`config.mk`:
```
export PLATFORM = sky130hd
export DESIGN_NAME = a53_mapper
export DESIGN_NICKNAME = d
export VERILOG_FILES = /design/src/logic/a53_pkg.sv /design/src/logic/a53_mapper.sv /design/src/logic/a53_ppu_map.sv /design/src/logic/a53_prg_map.sv /design/src/logic/a53_regs.sv
export SDC_FILE = /design/constraint.sdc
export NUM_CORES = 1
export LEC_CHECK = 0
export ABC_AREA = 1
export BUFFER_PORTS_ARGS = -buffer_cell sky130_fd_sc_hd__clkbuf_2
export CORE_MARGIN = 2
export CORE_UTILIZATION = 45
export CTS_CLUSTER_SIZE = 10
export DETAILED_ROUTE_END_ITERATION = 12
export HOLD_SLACK_MARGIN = 0.02
export PLACE_DENSITY_LB_ADDON = 0.2
export SLEW_MARGIN = 10
export SYNTH_ARGS = -nofsm -noshare
export SYNTH_HDL_FRONTEND = slang
export SYNTH_SLANG_ARGS = --single-unit
```
`constraint.sdc`:
```
create_clock -name clk -period 2.21 [get_ports clk]
set_input_delay 0.221 -clock clk [delete_from_list [all_inputs] [get_ports clk]]
set_output_delay 0.221 -clock clk [all_outputs]
set_load 0.01 [all_outputs]
```
`src/logic/a53_pkg.sv`:
```
/* Shared types and codes for the Action 53 multi-discrete mapper.
   Imported by the control module, both address maps and the testbench. */
`default_nettype none

package a53_pkg;

	// Bus widths seen by the mapper
	typedef logic [15:0] cpu_addr_t; // CPU address bus
	typedef logic [13:0] ppu_addr_t; // PPU address bus
	typedef logic [21:0] mem_addr_t; // Cartridge memory address
	typedef logic [7:0]  bus_data_t; // CPU data byte
	typedef logic [7:0]  mapper_id_t; // iNES mapper number

	// Full PRG bank number, 16K granularity
	typedef logic [6:0] prg_bank_t;

	// Mapper IDs that this core can stand in for
	localparam mapper_id_t MAPPER_NROM  = 8'd0;
	localparam mapper_id_t MAPPER_UNROM = 8'd2;
	localparam mapper_id_t MAPPER_CNROM = 8'd3;
	localparam mapper_id_t MAPPER_AXROM = 8'd7;
	localparam mapper_id_t MAPPER_A53   = 8'd28; // Native multi-discrete mode

	// Nametable mirroring, held in mode[1:0]
	// One-screen codes keep the page in bit 0
	typedef enum logic [1:0] {
		MIR_ONE_LO = 2'd0, // One screen, lower page
		MIR_ONE_HI = 2'd1, // One screen, upper page
		MIR_VERT   = 2'd2, // Vertical, A10 from PPU A10
		MIR_HORZ   = 2'd3  // Horizontal, A10 from PPU A11
	} mirror_e;

	// Register select, loaded through $5000
	typedef enum logic [1:0] {
		SEL_CHR   = 2'd0, // CHR RAM bank
		SEL_INNER = 2'd1, // Inner PRG bank
		SEL_MODE  = 2'd2, // Mode register
		SEL_OUTER = 2'd3  // Outer PRG bank
	} sel_e;

	// Mode register field positions
	localparam int MODE_SIZE_HI   = 5; // Outer bank size, upper bit
	localparam int MODE_SIZE_LO   = 4; // Outer bank size, lower bit
	localparam int MODE_UNROM     = 3; // UNROM layout when set
	localparam int MODE_FIX_HI    = 2; // Fixed half select in UNROM layout
	localparam int MODE_MIR_HI    = 1; // Mirroring upper bit
	localparam int MODE_MIR_LO    = 0; // Mirroring lower bit, one-screen page

	// Preset values loaded while the mapper is held disabled
	localparam logic [5:0] OUTER_LAST    = 6'h3F; // Last 32K of the ROM
	localparam logic [3:0] LAYOUT_UNROM  = 4'b1111; // 256K, UNROM, fixed top half
	localparam logic [3:0] LAYOUT_AXROM  = 4'b1100; // 256K, NROM-style 32K switch

	// Upper CHR address prefix, places CHR in the RAM window
	localparam logic [6:0] CHR_BASE = 7'b1000000;

	// CPU address windows
	localparam logic [3:0] SEL_PAGE  = 4'h5;   // $5000-$5FFF select register
	localparam logic [2:0] WRAM_PAGE = 3'b011; // $6000-$7FFF

endpackage

`default_nettype wire
```
`src/logic/a53_mapper.sv`:
```
/* Top level of the Action 53 cartridge mapper for the NES core.
   Connects the register file to the CPU and PPU address maps. */
`timescale 1ns/1ps
`default_nettype none

module a53_mapper #(
	parameter int PRG_BANK_BITS = 5 // ROM bank bits, 5 gives 512K PRG
) (
	input  wire                     clk,
	input  wire                     arst_n,
	input  wire                     ce,          // M2 strobe
	input  wire                     enable,      // Low holds the preset
	input  wire a53_pkg::mapper_id_t mapper_id,
	input  wire                     mirror_vert, // Header mirroring bit
	input  wire                     chr_is_ram,
	input  wire a53_pkg::cpu_addr_t  prg_ain,
	input  wire a53_pkg::bus_data_t  prg_din,
	input  wire                     prg_write,
	input  wire a53_pkg::ppu_addr_t  chr_ain,
	output wire a53_pkg::mem_addr_t  prg_aout,
	output wire                     prg_allow,
	output wire                     prg_conflict,
	output wire                     prg_open_bus,
	output wire a53_pkg::mem_addr_t  chr_aout,
	output wire                     chr_allow,
	output wire                     vram_ce,
	output wire                     vram_a10
);

	import a53_pkg::*;

	// Register state shared by both maps
	wire [5:0] mode;
	wire [5:0] outer;
	wire [3:0] inner;
	wire [1:0] chr_bank;

	a53_regs regs0 (
		.clk         (clk),
		.arst_n      (arst_n),
		.ce          (ce),
		.enable      (enable),
		.mapper_id   (mapper_id),
		.mirror_vert (mirror_vert),
		.prg_ain     (prg_ain),
		.prg_din     (prg_din),
		.prg_write   (prg_write),
		.mode        (mode),
		.outer       (outer),
		.inner       (inner),
		.chr_bank    (chr_bank)
	);

	a53_prg_map #(
		.PRG_BANK_BITS (PRG_BANK_BITS)
	) prg_map0 (
		.mapper_id    (mapper_id),
		.prg_ain      (prg_ain),
		.prg_write    (prg_write),
		.mode         (mode),
		.outer        (outer),
		.inner        (inner),
		.prg_aout     (prg_aout),
		.prg_allow    (prg_allow),
		.prg_conflict (prg_conflict),
		.prg_open_bus (prg_open_bus)
	);

	a53_ppu_map ppu_map0 (
		.chr_ain    (chr_ain),
		.chr_is_ram (chr_is_ram),
		.mirror     (mirror_e'(mode[1:0])), // Mirroring field of mode
		.chr_bank   (chr_bank),
		.chr_aout   (chr_aout),
		.chr_allow  (chr_allow),
		.vram_ce    (vram_ce),
		.vram_a10   (vram_a10)
	);

endmodule

`default_nettype wire

```
`src/logic/a53_ppu_map.sv`:
```
/* PPU-side map for the Action 53 mapper: 8K CHR RAM bank select and
   nametable A10 from the mirroring code. */
`timescale 1ns/1ps
`default_nettype none

module a53_ppu_map (
	input  wire a53_pkg::ppu_addr_t chr_ain,
	input  wire                    chr_is_ram,
	input  wire a53_pkg::mirror_e   mirror,    // From mode[1:0]
	input  wire [1:0]              chr_bank,
	output a53_pkg::mem_addr_t     chr_aout,
	output logic                   chr_allow, // CHR writes reach memory
	output logic                   vram_ce,   // Route to internal 2K VRAM
	output logic                   vram_a10   // CIRAM A10
);

	import a53_pkg::*;

	// Pattern tables, 8K bank in the CHR window
	assign chr_aout = {CHR_BASE, chr_bank, chr_ain[12:0]};

	assign chr_allow = chr_is_ram;
	assign vram_ce   = chr_ain[13]; // $2000-$3FFF nametables

	always_comb begin
		case (mirror)
			MIR_ONE_LO,
			MIR_ONE_HI: vram_a10 = mirror[0];   // Page from code
			MIR_VERT:   vram_a10 = chr_ain[10]; // $2000/$2800 share
			MIR_HORZ:   vram_a10 = chr_ain[11]; // $2000/$2400 share
			default:    vram_a10 = chr_ain[10];
		endcase
	end

endmodule

`default_nettype wire

```
`src/logic/a53_prg_map.sv`:
```
/* CPU-side bank translation for the Action 53 mapper.
   Combines outer and inner banks per the mode register and raises the PRG flags. */
`timescale 1ns/1ps
`default_nettype none

module a53_prg_map #(
	parameter int PRG_BANK_BITS = 5 // Low bank bits that reach the ROM, 1 to 7
) (
	input  wire a53_pkg::mapper_id_t mapper_id,
	input  wire a53_pkg::cpu_addr_t  prg_ain,
	input  wire                     prg_write,
	input  wire [5:0]               mode,
	input  wire [5:0]               outer,
	input  wire [3:0]               inner,
	output a53_pkg::mem_addr_t      prg_aout,
	output logic                    prg_allow,    // ROM read window
	output logic                    prg_conflict, // CNROM bus conflict
	output logic                    prg_open_bus  // AxROM has no WRAM
);

	import a53_pkg::*;

	// Zero fill above the bank bits
	localparam int PAD_BITS = $bits(mem_addr_t) - PRG_BANK_BITS - 14;

	logic [1:0] outer_size; // Inner bits that replace outer bits
	logic       unrom_sw;   // Access hits the switching half
	prg_bank_t  nrom_bank;  // 32K switch
	prg_bank_t  unrom_bank; // 16K switch
	prg_bank_t  bank;

	assign outer_size = mode[MODE_SIZE_HI:MODE_SIZE_LO];

	// 10 switches $C000, 11 switches $8000
	assign unrom_sw = mode[MODE_UNROM] & (mode[MODE_FIX_HI] ^ prg_ain[14]);

	always_comb begin
		case (outer_size)
			2'd0: begin // 32K outer bank
				nrom_bank  = {outer[5:0], prg_ain[14]};
				unrom_bank = {outer[5:0], inner[0]};
			end
			2'd1: begin // 64K
				nrom_bank  = {outer[5:1], inner[0], prg_ain[14]};
				unrom_bank = {outer[5:1], inner[1:0]};
			end
			2'd2: begin // 128K
				nrom_bank  = {outer[5:2], inner[1:0], prg_ain[14]};
				unrom_bank = {outer[5:2], inner[2:0]};
			end
			default: begin // 256K
				nrom_bank  = {outer[5:3], inner[2:0], prg_ain[14]};
				unrom_bank = {outer[5:3], inner[3:0]};
			end
		endcase

		if (!mode[MODE_UNROM])
			bank = nrom_bank;
		else if (unrom_sw)
			bank = unrom_bank;
		else
			bank = {outer, prg_ain[14]}; // Fixed 16K half
	end

	// Only the low bank bits reach the ROM
	assign prg_aout = {{PAD_BITS{1'b0}}, bank[PRG_BANK_BITS-1:0], prg_ain[13:0]};

	assign prg_allow    = prg_ain[15] & ~prg_write;
	assign prg_conflict = prg_ain[15] & (mapper_id == MAPPER_CNROM);
	assign prg_open_bus = (prg_ain[15:13] == WRAM_PAGE) & (mapper_id == MAPPER_AXROM);

endmodule

`default_nettype wire

```
`src/logic/a53_regs.sv`:
```
/* Control block of the Action 53 mapper: register file, CPU write decode
   and the presets that emulate simpler boards while the mapper is held off. */
`timescale 1ns/1ps
`default_nettype none

module a53_regs (
	input  wire                     clk,
	input  wire                     arst_n,
	input  wire                     ce,          // One-cycle CPU strobe
	input  wire                     enable,      // Low loads the preset
	input  wire a53_pkg::mapper_id_t mapper_id,
	input  wire                     mirror_vert, // Header mirroring, 1 is vertical
	input  wire a53_pkg::cpu_addr_t  prg_ain,
	input  wire a53_pkg::bus_data_t  prg_din,
	input  wire                     prg_write,
	output logic [5:0]              mode,        // Size, layout, mirroring
	output logic [5:0]              outer,       // Outer PRG bank
	output logic [3:0]              inner,       // Inner PRG bank
	output logic [1:0]              chr_bank     // 8K CHR bank
);

	import a53_pkg::*;

	sel_e sel; // Which register $8000 writes land in

	logic wr_en;       // Accepted CPU write this cycle
	logic sel_wr;      // Write to the select register
	logic bank_wr;     // Write to the selected register
	logic is_a53;      // Native mapper, $5000 reachable
	logic fixed_mir;   // Boards with soldered mirroring
	logic mode0_next;  // One-screen page after CHR or inner write
	mirror_e hdr_mir;  // Mirroring taken from the header

	// Write decode
	assign wr_en   = enable & ce & prg_write;
	assign is_a53  = (mapper_id == MAPPER_A53);
	assign sel_wr  = wr_en & (prg_ain[15:12] == SEL_PAGE) & is_a53;
	assign bank_wr = wr_en & prg_ain[15]; // $8000-$FFFF

	// Only one-screen modes let the data bus pick the page
	assign mode0_next = mode[MODE_MIR_HI] ? mode[MODE_MIR_LO] : prg_din[4];

	// NROM, UNROM and CNROM take mirroring from the header
	assign fixed_mir = (mapper_id == MAPPER_NROM) ||
		(mapper_id == MAPPER_UNROM) ||
		(mapper_id == MAPPER_CNROM);
	assign hdr_mir = mirror_vert ? MIR_VERT : MIR_HORZ;

	always_ff @(posedge clk or negedge arst_n) begin
		if (!arst_n) begin
			mode     <= '0;         // 32K NROM, one screen lower
			outer    <= OUTER_LAST;
			inner    <= '0;
			chr_bank <= '0;
			sel      <= SEL_INNER;
		end else if (!enable) begin
			// Base preset maps the last 32K as NROM
			mode[5:2] <= 4'b0000;
			outer     <= OUTER_LAST;
			inner     <= '0;
			sel       <= SEL_INNER;

			if (fixed_mir)
				mode[1:0] <= hdr_mir;

			// UNROM switches $8000, $C000 fixed to top of outer bank
			if (mapper_id == MAPPER_UNROM)
				mode[5:2] <= LAYOUT_UNROM;

			// CNROM writes go to the CHR bank
			if (mapper_id == MAPPER_CNROM)
				sel <= SEL_CHR;

			// AxROM switches 32K through inner and takes the page from bit 4
			if (mapper_id == MAPPER_AXROM) begin
				mode[1:0] <= MIR_ONE_LO;
				mode[5:2] <= LAYOUT_AXROM;
				outer     <= '0;
			end
		end else begin
			if (sel_wr)
				sel <= sel_e'({prg_din[7], prg_din[0]});

			if (bank_wr) begin
				case (sel)
					SEL_CHR: begin
						chr_bank <= prg_din[1:0];
						mode[0]  <= mode0_next;
					end
					SEL_INNER: begin
						inner   <= prg_din[3:0];
						mode[0] <= mode0_next;
					end
					SEL_MODE: begin
						mode <= prg_din[5:0];
					end
					SEL_OUTER: begin
						outer <= prg_din[5:0];
					end
				endcase
			end
		end
	end

endmodule

`default_nettype wire

```
== Word-level counts from Yosys, hierarchy flattened ==
Index checks and enable logic that the tools add are counted.
Word-level totals
  flip-flop bits (word level): 18
  output and inout bits: 50
  word-level logic and storage cells: 78
Operators by class
  equal/unequal tests: 21
  multiplexer cells: 24
  bitwise logic cells: 11
  reduce and logical (&&, ||, !) cells: 15
Operators with widths (number)
  two-way mux 4 bit: 10
  one-hot mux 4 bit (3 select lines): 2
  two-way mux 6 bit: 3
  equality test 8 x 2 -> 1 bit, second input constant: 2
  equality test 2 bit, second input constant: 5
  != test 2 x 1 -> 1 bit, second input constant: 5
  AND 1 bit: 9
  equality test 8 x 3 -> 1 bit, second input constant: 1
  equality test 8 x 5 -> 1 bit, second input constant: 1
  logical NOT 8 bit: 1
  equality test 2 x 1 -> 1 bit, second input constant: 3
  logical NOT 2 bit: 3
  two-way mux 2 bit: 3
  AND reduction 2 bit: 3
  AND reduction 3 bit: 2
  two-way mux 5 bit: 1
  equality test 4 x 3 -> 1 bit, second input constant: 1
  AND reduction 4 bit: 1
  OR reduction 2 bit: 2
  equality test 3 x 2 -> 1 bit, second input constant: 1
  two-way mux 1 bit: 3
  != test 3 x 2 -> 1 bit, second input constant: 1
  != test 3 bit, second input constant: 1
  one-hot mux 1 bit (3 select lines): 1
  5 further kinds: 6

== Depth between registers and ports, before layout ==
Gate-level depths: netlist of the first run.
  depth after elaboration: 6
  mapped depth: 9
  mapped depth without buffers: 9

== Modules after synthesis ==
A second synthesis of the first run with hierarchy kept.
Second synthesis, totals
  cells, all modules: 265
  area, all modules: 1732.9 um2
By module, submodules not included
  a53_regs: times used 1, cells each 159, area an instance 1141.1 um2, seq. area each 509.2 um2
  a53_prg_map: times used 1, cells each 73, area an instance 376.6 um2, seq. area each 0.0 um2
  a53_ppu_map: times used 1, cells each 33, area an instance 215.2 um2, seq. area each 0.0 um2

== Least setup slack after synthesis of the first run ==
Ideal clock, no wire load.
  path kind: input port to output port
  start: input mapper_id[7]
  end: output prg_open_bus
  arrival time: 0.958 ns
  required time: 1.989 ns
  slack: 1.031 ns
  cell stages on the path: 5
  buffers on the path: 0
  cells stage by stage: nor2_1 > nand2_1 > inv_1 > nand2_1 > nor4_1
Between the ends
  word-level cells in the longest chain between the ends: 2
Ends and longest elaborated chain
  start, declared: RTL line a53_mapper.sv:13  | input wire a53_pkg::mapper_id_t mapper_id,
  equality test 8 x 3 -> 1 bit: RTL line a53_prg_map.sv:70  | assign prg_open_bus = (prg_ain[15:13] == WRAM_PAGE) & (mapper_id == MAPPER_AXROM);
  AND 1 bit: RTL line a53_prg_map.sv:70
  end, declared: RTL line a53_mapper.sv:23  | output wire prg_open_bus,
No other way between the ends.

== Worst setup path after layout of the first run ==
  start: register regs0.mode[3]
  end: output prg_aout[17]
Between the ends
  word-level cells in the longest chain between the ends: 3
Ends and longest elaborated chain
  start, declared: RTL line a53_regs.sv:16  | output logic [5:0] mode,
  start signal, assigned: RTL line a53_regs.sv:95  | mode <= prg_din[5:0];
  AND 1 bit: RTL line a53_prg_map.sv:35  | assign unrom_sw = mode[MODE_UNROM] & (mode[MODE_FIX_HI] ^ prg_ain[14]);
  two-way mux 4 bit: RTL line a53_prg_map.sv:59  | else if (unrom_sw)
  two-way mux 4 bit *: RTL line a53_prg_map.sv:57  | if (!mode[MODE_UNROM])
  end, declared: RTL line a53_mapper.sv:20  | output wire a53_pkg::mem_addr_t prg_aout,
Mark *: on every way between the ends. The rest lies on a longest branch, timed or not.

==> flow_summary.toml, run 1 <==
[clock_network]
cts_tree = "yes"
cts_buffer_depth = 2
clk_latency_ns = 0.29
cts.root.buffer_cell = "clkbuf_4"
post-cts-setup-buffer-count = 0
clk_pin_slew_worst_paths_ns = 0.11
numCtsBuffers = 3
htree_levels = 1
cts.sinks = 18

[global_routing]
grt_pass1_wl_um = 5210
antenna_found_initial = 0
global_route_usage_over_all_layers = 0.163
largest_net_degree_at_the_start_of_global_routing = 21
number_of_global_route_vias_before_repair = 1202
overflow = 0

[layout]
multi_input_area_um2 = 673
stdcell_area_um2 = 1550
num_antenna_cells = 0
register_area_um2 = 457
drive_above_1_share = 0.246
final_net_count = 294
areaGrowthSynthToFinish_pct = 0.652
n_fill_cell = 386

[worst_hold_path]
min_delay_worst_endpoint = "regs0.sel[1]"
hold_start = "prg_din[7]"
hold_depth = 3
hp-class = "in2reg"

[setup_path]
family_with_the_most_delay_on_the_worst_path = "flip-flops"
crit_type = "reg2out"
cpMaxStageDelayCell = "dfrtp_1"
crit_path_end_kind = "output port"
cp_startpoint_kind = "register"
endpoint_of_the_worst_register_to_register_path = "regs0.mode[0]"
worstPathRequired_ns = 1.99
crit_path_cell_trace = "nand3_2 -> o21ai_0 -> nand2_1 -> o21ai_1 -> clkbuf_2"
crit_path_max_fanout = 6
critical_path.n_buffers_inverters = 1
worst-endpoint-arrival_ns = 1.40
rrSetupSlack_ns = 0.95
r2r-start = "regs0.sel[0]"
worst_path_largest_cell_delay_ns = 0.47
reg2reg_depth = 8

[floorplanning]
std_cell_rows = 21
floorplan.die_area_um2 = 3900
initial_utilization = 0.464
die-height_um = 62.4
design.core.area_um2 = 3310
pin_count = 103
floorplan.die.width_um = 62.4

[synth]
yosys_register_bits = 18
synth_top_area_cell = "dfrtp_1"
yosys-top-cells-area = "dfrtp_1 (21%), buf_4 (20%), nand2_1 (13%), dfstp_2 (8.6%), inv_1 (7.1%)"
netlist.area_leader.share = 0.212
yosysSeqAreaShare = 0.297
synth_adder_area_share = 0
main_combinational_cell_family_by_area_after_synthesis = "simple AND/OR/NAND/NOR gates"
synthMuxAreaShare = 0
syn_area_per_cell_um2 = 6.73
synth_compound_area_frac = 0.126
synth_xor_xnor_area_share = 0
post_synth_inst_count = 228
synth_cell_types = 23
fraction_of_the_mapped_netlist_area_in_simple_logic_gates = 0.289
synthesis.area_um2 = 1540
synth-warning-count = 0

[routing]
via_count = 1273
drt.antenna.violating_nets = 0
route.detailed.drc = 0
drtPass1Iterations = 4
wl_per_cell_um = 10.6
detail_route.wirelength_um = 3020
drt_iter0_markers = 50
per_cell_via_count_in_the_routed_design = 4.45

[timing]
period_needed_ns = 1.62
grt_setup_unrepaired = "false"
fin_tns_setup_ns = 0
max_freq_ghz = 0.617
slew_violations = 0
setup-violations-final = 0
final_min_period_over_clock_period = 0.733
timing_hold_violations_final = 0
clock-skew-final_ns = 0.00908

[placed_design]
hpwlAfterDp_um = 2430
postPlaceCellArea_um2 = 1510
gp_congestion = 0.794
buffer_ports.inserted = 41

[flow_run]
timing.max_cap.violations = 0

[pwr]
leakage_nw = 0.849
power_density_nw_per_um2 = 505
max-vdd-ir-drop_v = 0.000269

[status]
outcome = "finished clean"
## layout make-up
| cell class | count | area share |
|---|---|---|
| multi-input cells | 145 | 0.436 |
| repair buffers | 42 | 0.139 |
| well taps | 46 | 0.0372 |
| flip-flops and latches | 18 | 0.296 |
| clock buffers | 4 | 0.0170 |
| inverters | 31 | 0.0753 |
## where the power goes
group | total [mW] | internal, mW | switching (mW)
Clock | 0.172 | 0.0700 | 0.102
Sequential | 0.393 | 0.369 | 0.0242
Combinational | 0.215 | 0.0837 | 0.132
## worst min-delay path: stages
cell	delay [ns]
clkbuf_2	0.08
nand4_1	0.07
o21ai_0	0.07
## layout by cell type, fill, tap and decap left out, drive strengths merged
master       synthesis  routed
a21oi                7       7
clkbuf               0      45
conb                 2      10
dfrtp               13      13
dfstp                5       5
dlygate4sd3          0       1
inv                 31      31
nand2               55      55
nand3               16      16
nand4                2       2
nor2                26      26
nor3                 2       2
nor4                 1       1
o21ai               23      23
o21bai               1       1
o22ai                2       2
## cell usage after synthesis (all sizes together)
cell and number:
nand2 55, nor3 2, o22ai 2, a21oi 7, nor2 26, inv 31
nand3 16, conb 2, dfstp 5, buf 42, nor4 1, o21bai 1
dfrtp 13, nand4 2, o21ai 23
## what timing repair did
item,4_1_cts,5_1_grt
resized for setup,0,0
endpoints found under the hold margin,13,0
hold buffers,1,0
## sequential cells by signal, summed over array words and instances, names as in the netlist
signal          count
regs0.inner         4
regs0.outer         4
regs0.chr_bank      2
regs0.sel           2
regs0.mode          6
## how the worst max path moves through the flow
stage | start | to | slack [ns] | cells past startpoint
2_1_floorplan | mapper_id[7] | prg_open_bus | 1.03 | 5
3_3_place_gp | enable | regs0.mode[1] | 0.73 | 6
3_5_place_dp | enable | regs0.chr_bank[0] | 0.73 | 6
4_1_cts | regs0.mode[3] | prg_aout[17] | 0.58 | 5
5_1_grt | regs0.mode[2] | prg_aout[17] | 0.39 | 7
6_report | regs0.mode[3] | prg_aout[17] | 0.59 | 5
## metrics by stage
step | power, mW | setup slack, ns | hold WS (ns) | std cells | utilization
after floorplan | 0.595 | 1.03 | -0.0746 | 236 | -
after global placement | 0.614 | 0.729 | 0.194 | 281 | 0.456
after detailed placement | 0.616 | 0.729 | 0.201 | 281 | 0.456
after CTS | 0.788 | 0.582 | 0.178 | 286 | 0.467
final | 0.781 | 0.590 | 0.181 | 286 | 0.467
after global routing | 0.849 | 0.393 | 0.185 | 286 | 0.467
## logic make-up (layout without fill, tap and decap cells)
group / after synthesis / after routing
AND/OR/NAND/NOR: 102 / 102
buffers and inverters: 73 / 77
flip-flops: 18 / 18
AO/OA/AOI/OAI: 33 / 33
other: 2 / 10
## routing by layer
| layer | GRT usage | wire length (µm) | share of wire |
|---|---|---|---|
| met5 | 0 | 0 | 0 |
| met4 | 0.0278 | 11 | 0.0036 |
| met3 | 0.0288 | 119 | 0.039 |
| met2 | 0.265 | 1380 | 0.46 |
| met1 | 0.232 | 1510 | 0.50 |
(Power assumes the default switching activity.)
==> run 2: changes to the inputs <==
- CORE_UTILIZATION: 45 -> 42
- clock period: 2.21 -> 1.7 ns (I/O delays scaled with it)
==> run 2 against run 1 <==
Against the previous run: global-route usage increased by 0.063 points; clock skew decreased by 0.0061 ns; worst hold slack got worse by 0.062 ns; register-to-register slack got worse by 0.47 ns; routed wire length increased by 3.0%; die area increased by 6.7%; core utilization decreased by 0.56 points; power increased by 36%; largest power group unchanged.
==> flow_summary.toml, run 2 (synthesis results as in run 1) <==
[timing]
period_needed_ns = 1.52
timing_hold_violations_final = 0
hold_slack_ns = 0.119
fin_tns_setup_ns = 0
setup-violations-final = 0
clock-skew-final_ns = 0.00295
slew_violations = 0
max_freq_ghz = 0.659
final_min_period_over_clock_period = 0.893
grt_setup_unrepaired = "true"

[placed_design]
hpwlAfterDp_um = 2540
buffer_ports.inserted = 41
placed_cells_incl_taps = 282
gp_congestion = 0.784

[setup_path]
worst_path_largest_cell_delay_ns = 0.53
crit_cells = 5
crit_path_cell_trace = "inv_1 -> a21oi_1 -> o21ai_0 -> o21ai_1 -> clkbuf_2"
crit_path_max_fanout = 3
endpoint_of_the_worst_register_to_register_path = "regs0.mode[0]"
critical_path.n_buffers_inverters = 2
rrSetupSlack_ns = 0.48
family_with_the_most_delay_on_the_worst_path = "flip-flops"
worst-endpoint-arrival_ns = 1.35
crit_type = "reg2out"
worstPathRequired_ns = 1.53
reg2reg_depth = 8
crit_path_end_kind = "output port"
crit_path_end = "prg_aout[17]"
r2r-start = "regs0.sel[0]"
cp_startpoint_kind = "register"
cpMaxStageDelayCell = "dfstp_2"
worst_setup_path_startpoint = "regs0.outer[2]"

[pwr]
power.switching_mw = 0.342
cellInternalPower_mw = 0.723
power.switching_fraction = 0.321
leakage_nw = 0.860
power_frac_seq = 0.482
power.share.combinational = 0.269
clock_power_share = 0.249
totalPowerFinal_mw = 1.06
max-vdd-ir-drop_v = 0.000413
power_density_nw_per_um2 = 676

[global_routing]
global_route_usage_over_all_layers = 0.164
overflow = 0
antenna_found_initial = 0
grt_pass1_wl_um = 5480
largest_net_degree_at_the_start_of_global_routing = 19
number_of_global_route_vias_before_repair = 1237

[clock_network]
post-cts-setup-buffer-count = 0
numCtsBuffers = 3
clk_latency_ns = 0.29
cts_buffer_depth = 2
cts.root.buffer_cell = "clkbuf_4"
htree_levels = 1
cts.sinks = 18
clk_pin_slew_worst_paths_ns = 0.10
cts_tree = "yes"

[layout]
utilization = 0.461
num_antenna_cells = 0
drive_above_1_share = 0.261
stdcell_count = 287
areaGrowthSynthToFinish_pct = 2.61
layout.cells.most_common_list = "nand2_1 (54), clkbuf_2 (41), inv_1 (29), nor2_1 (23), nand3_1 (15)"
final_net_count = 295
final_common_cell = "nand2_1"
n_fill_cell = 378
reg_top3 = "regs0.mode (6), regs0.inner (4), regs0.outer (4)"
largest_register_ffs = 6
register_with_the_most_flip_flops = "regs0.mode"

[routing]
drt.antenna.violating_nets = 0
drt_iter0_markers = 27
route.detailed.drc = 0
wl_per_cell_um = 10.8
per_cell_via_count_in_the_routed_design = 4.54
detail_route.wirelength_um = 3110
via_count = 1303
drtPass1Iterations = 4

[floorplanning]
design.core.area_um2 = 3420
die-height_um = 64.5
pin_count = 103
initial_utilization = 0.449
std_cell_rows = 21
floorplan.die.width_um = 64.5
floorplan.die_area_um2 = 4160

[status]
outcome = "finished clean"

[flow_run]
timing.max_cap.violations = 0

[worst_hold_path]
hp-class = "in2reg"
## run 2: cell types whose count changed in the layout (fill, tap and decap cells not counted), sizes merged
cell | previous run | this run
buf | 0 | 1
## run 2: area by class of cell
cell class | count | area, µm² | share of cell area
clock buffers | 4 | 36.3 | 0.0230
multi-input cells | 145 | 684 | 0.434
flip-flops and latches | 18 | 458 | 0.291
repair buffers | 43 | 223 | 0.141
well taps | 46 | 57.6 | 0.0365
inverters | 31 | 116 | 0.0739
## run 2: worst min path at each step
stage | slack, ns | endpoint | startpoint | depth (start not counted)
after floorplan | -0.13 | regs0.chr_bank[0] | arst_n | 0
after global placement | 0.14 | regs0.mode[2] | arst_n | 1
after detailed placement | 0.14 | regs0.mode[2] | arst_n | 1
after CTS | 0.11 | regs0.chr_bank[1] | prg_din[1] | 3
after global routing | 0.11 | regs0.chr_bank[1] | prg_din[1] | 3
final | 0.12 | regs0.chr_bank[1] | prg_din[1] | 3
## run 2: tightest hold or removal path: stages
cell and delay, ns:
clkbuf_2 0.10, inv_1 0.05, o21ai_1 0.06
## run 2: stage by stage
step	setup slack (ns)	cell area [µm²]
3_5_place_dp	0.441	1520
4_1_cts	0.110	1560
2_1_floorplan	0.576	1570
6_report	0.182	1580
3_3_place_gp	0.469	1520
5_1_grt	-0.0000487	1580
## run 2: power by group through the flow
stage	clock network, mW	registers [mW]	logic (mW)
3_3_place_gp	0	0.519	0.281
4_1_cts	0.279	0.512	0.287
2_1_floorplan	0	0.517	0.256
3_5_place_dp	0	0.520	0.284
5_1_grt	0.300	0.520	0.333
6_report	0.265	0.513	0.287
## run 2: per-layer routing
layer / part of all wire / GRT usage
met5: 0 / 0
met4: 0.0064 / 0.0293
met3: 0.050 / 0.0417
met2: 0.49 / 0.272
met1: 0.45 / 0.218
## run 2: what timing repair did
item / 4_1_cts / 5_1_grt
setup endpoints to repair: 0 / 1
gates resized for setup: 0 / 4
hold buffers: 1 / 0
hold endpoints to repair: 13 / 0
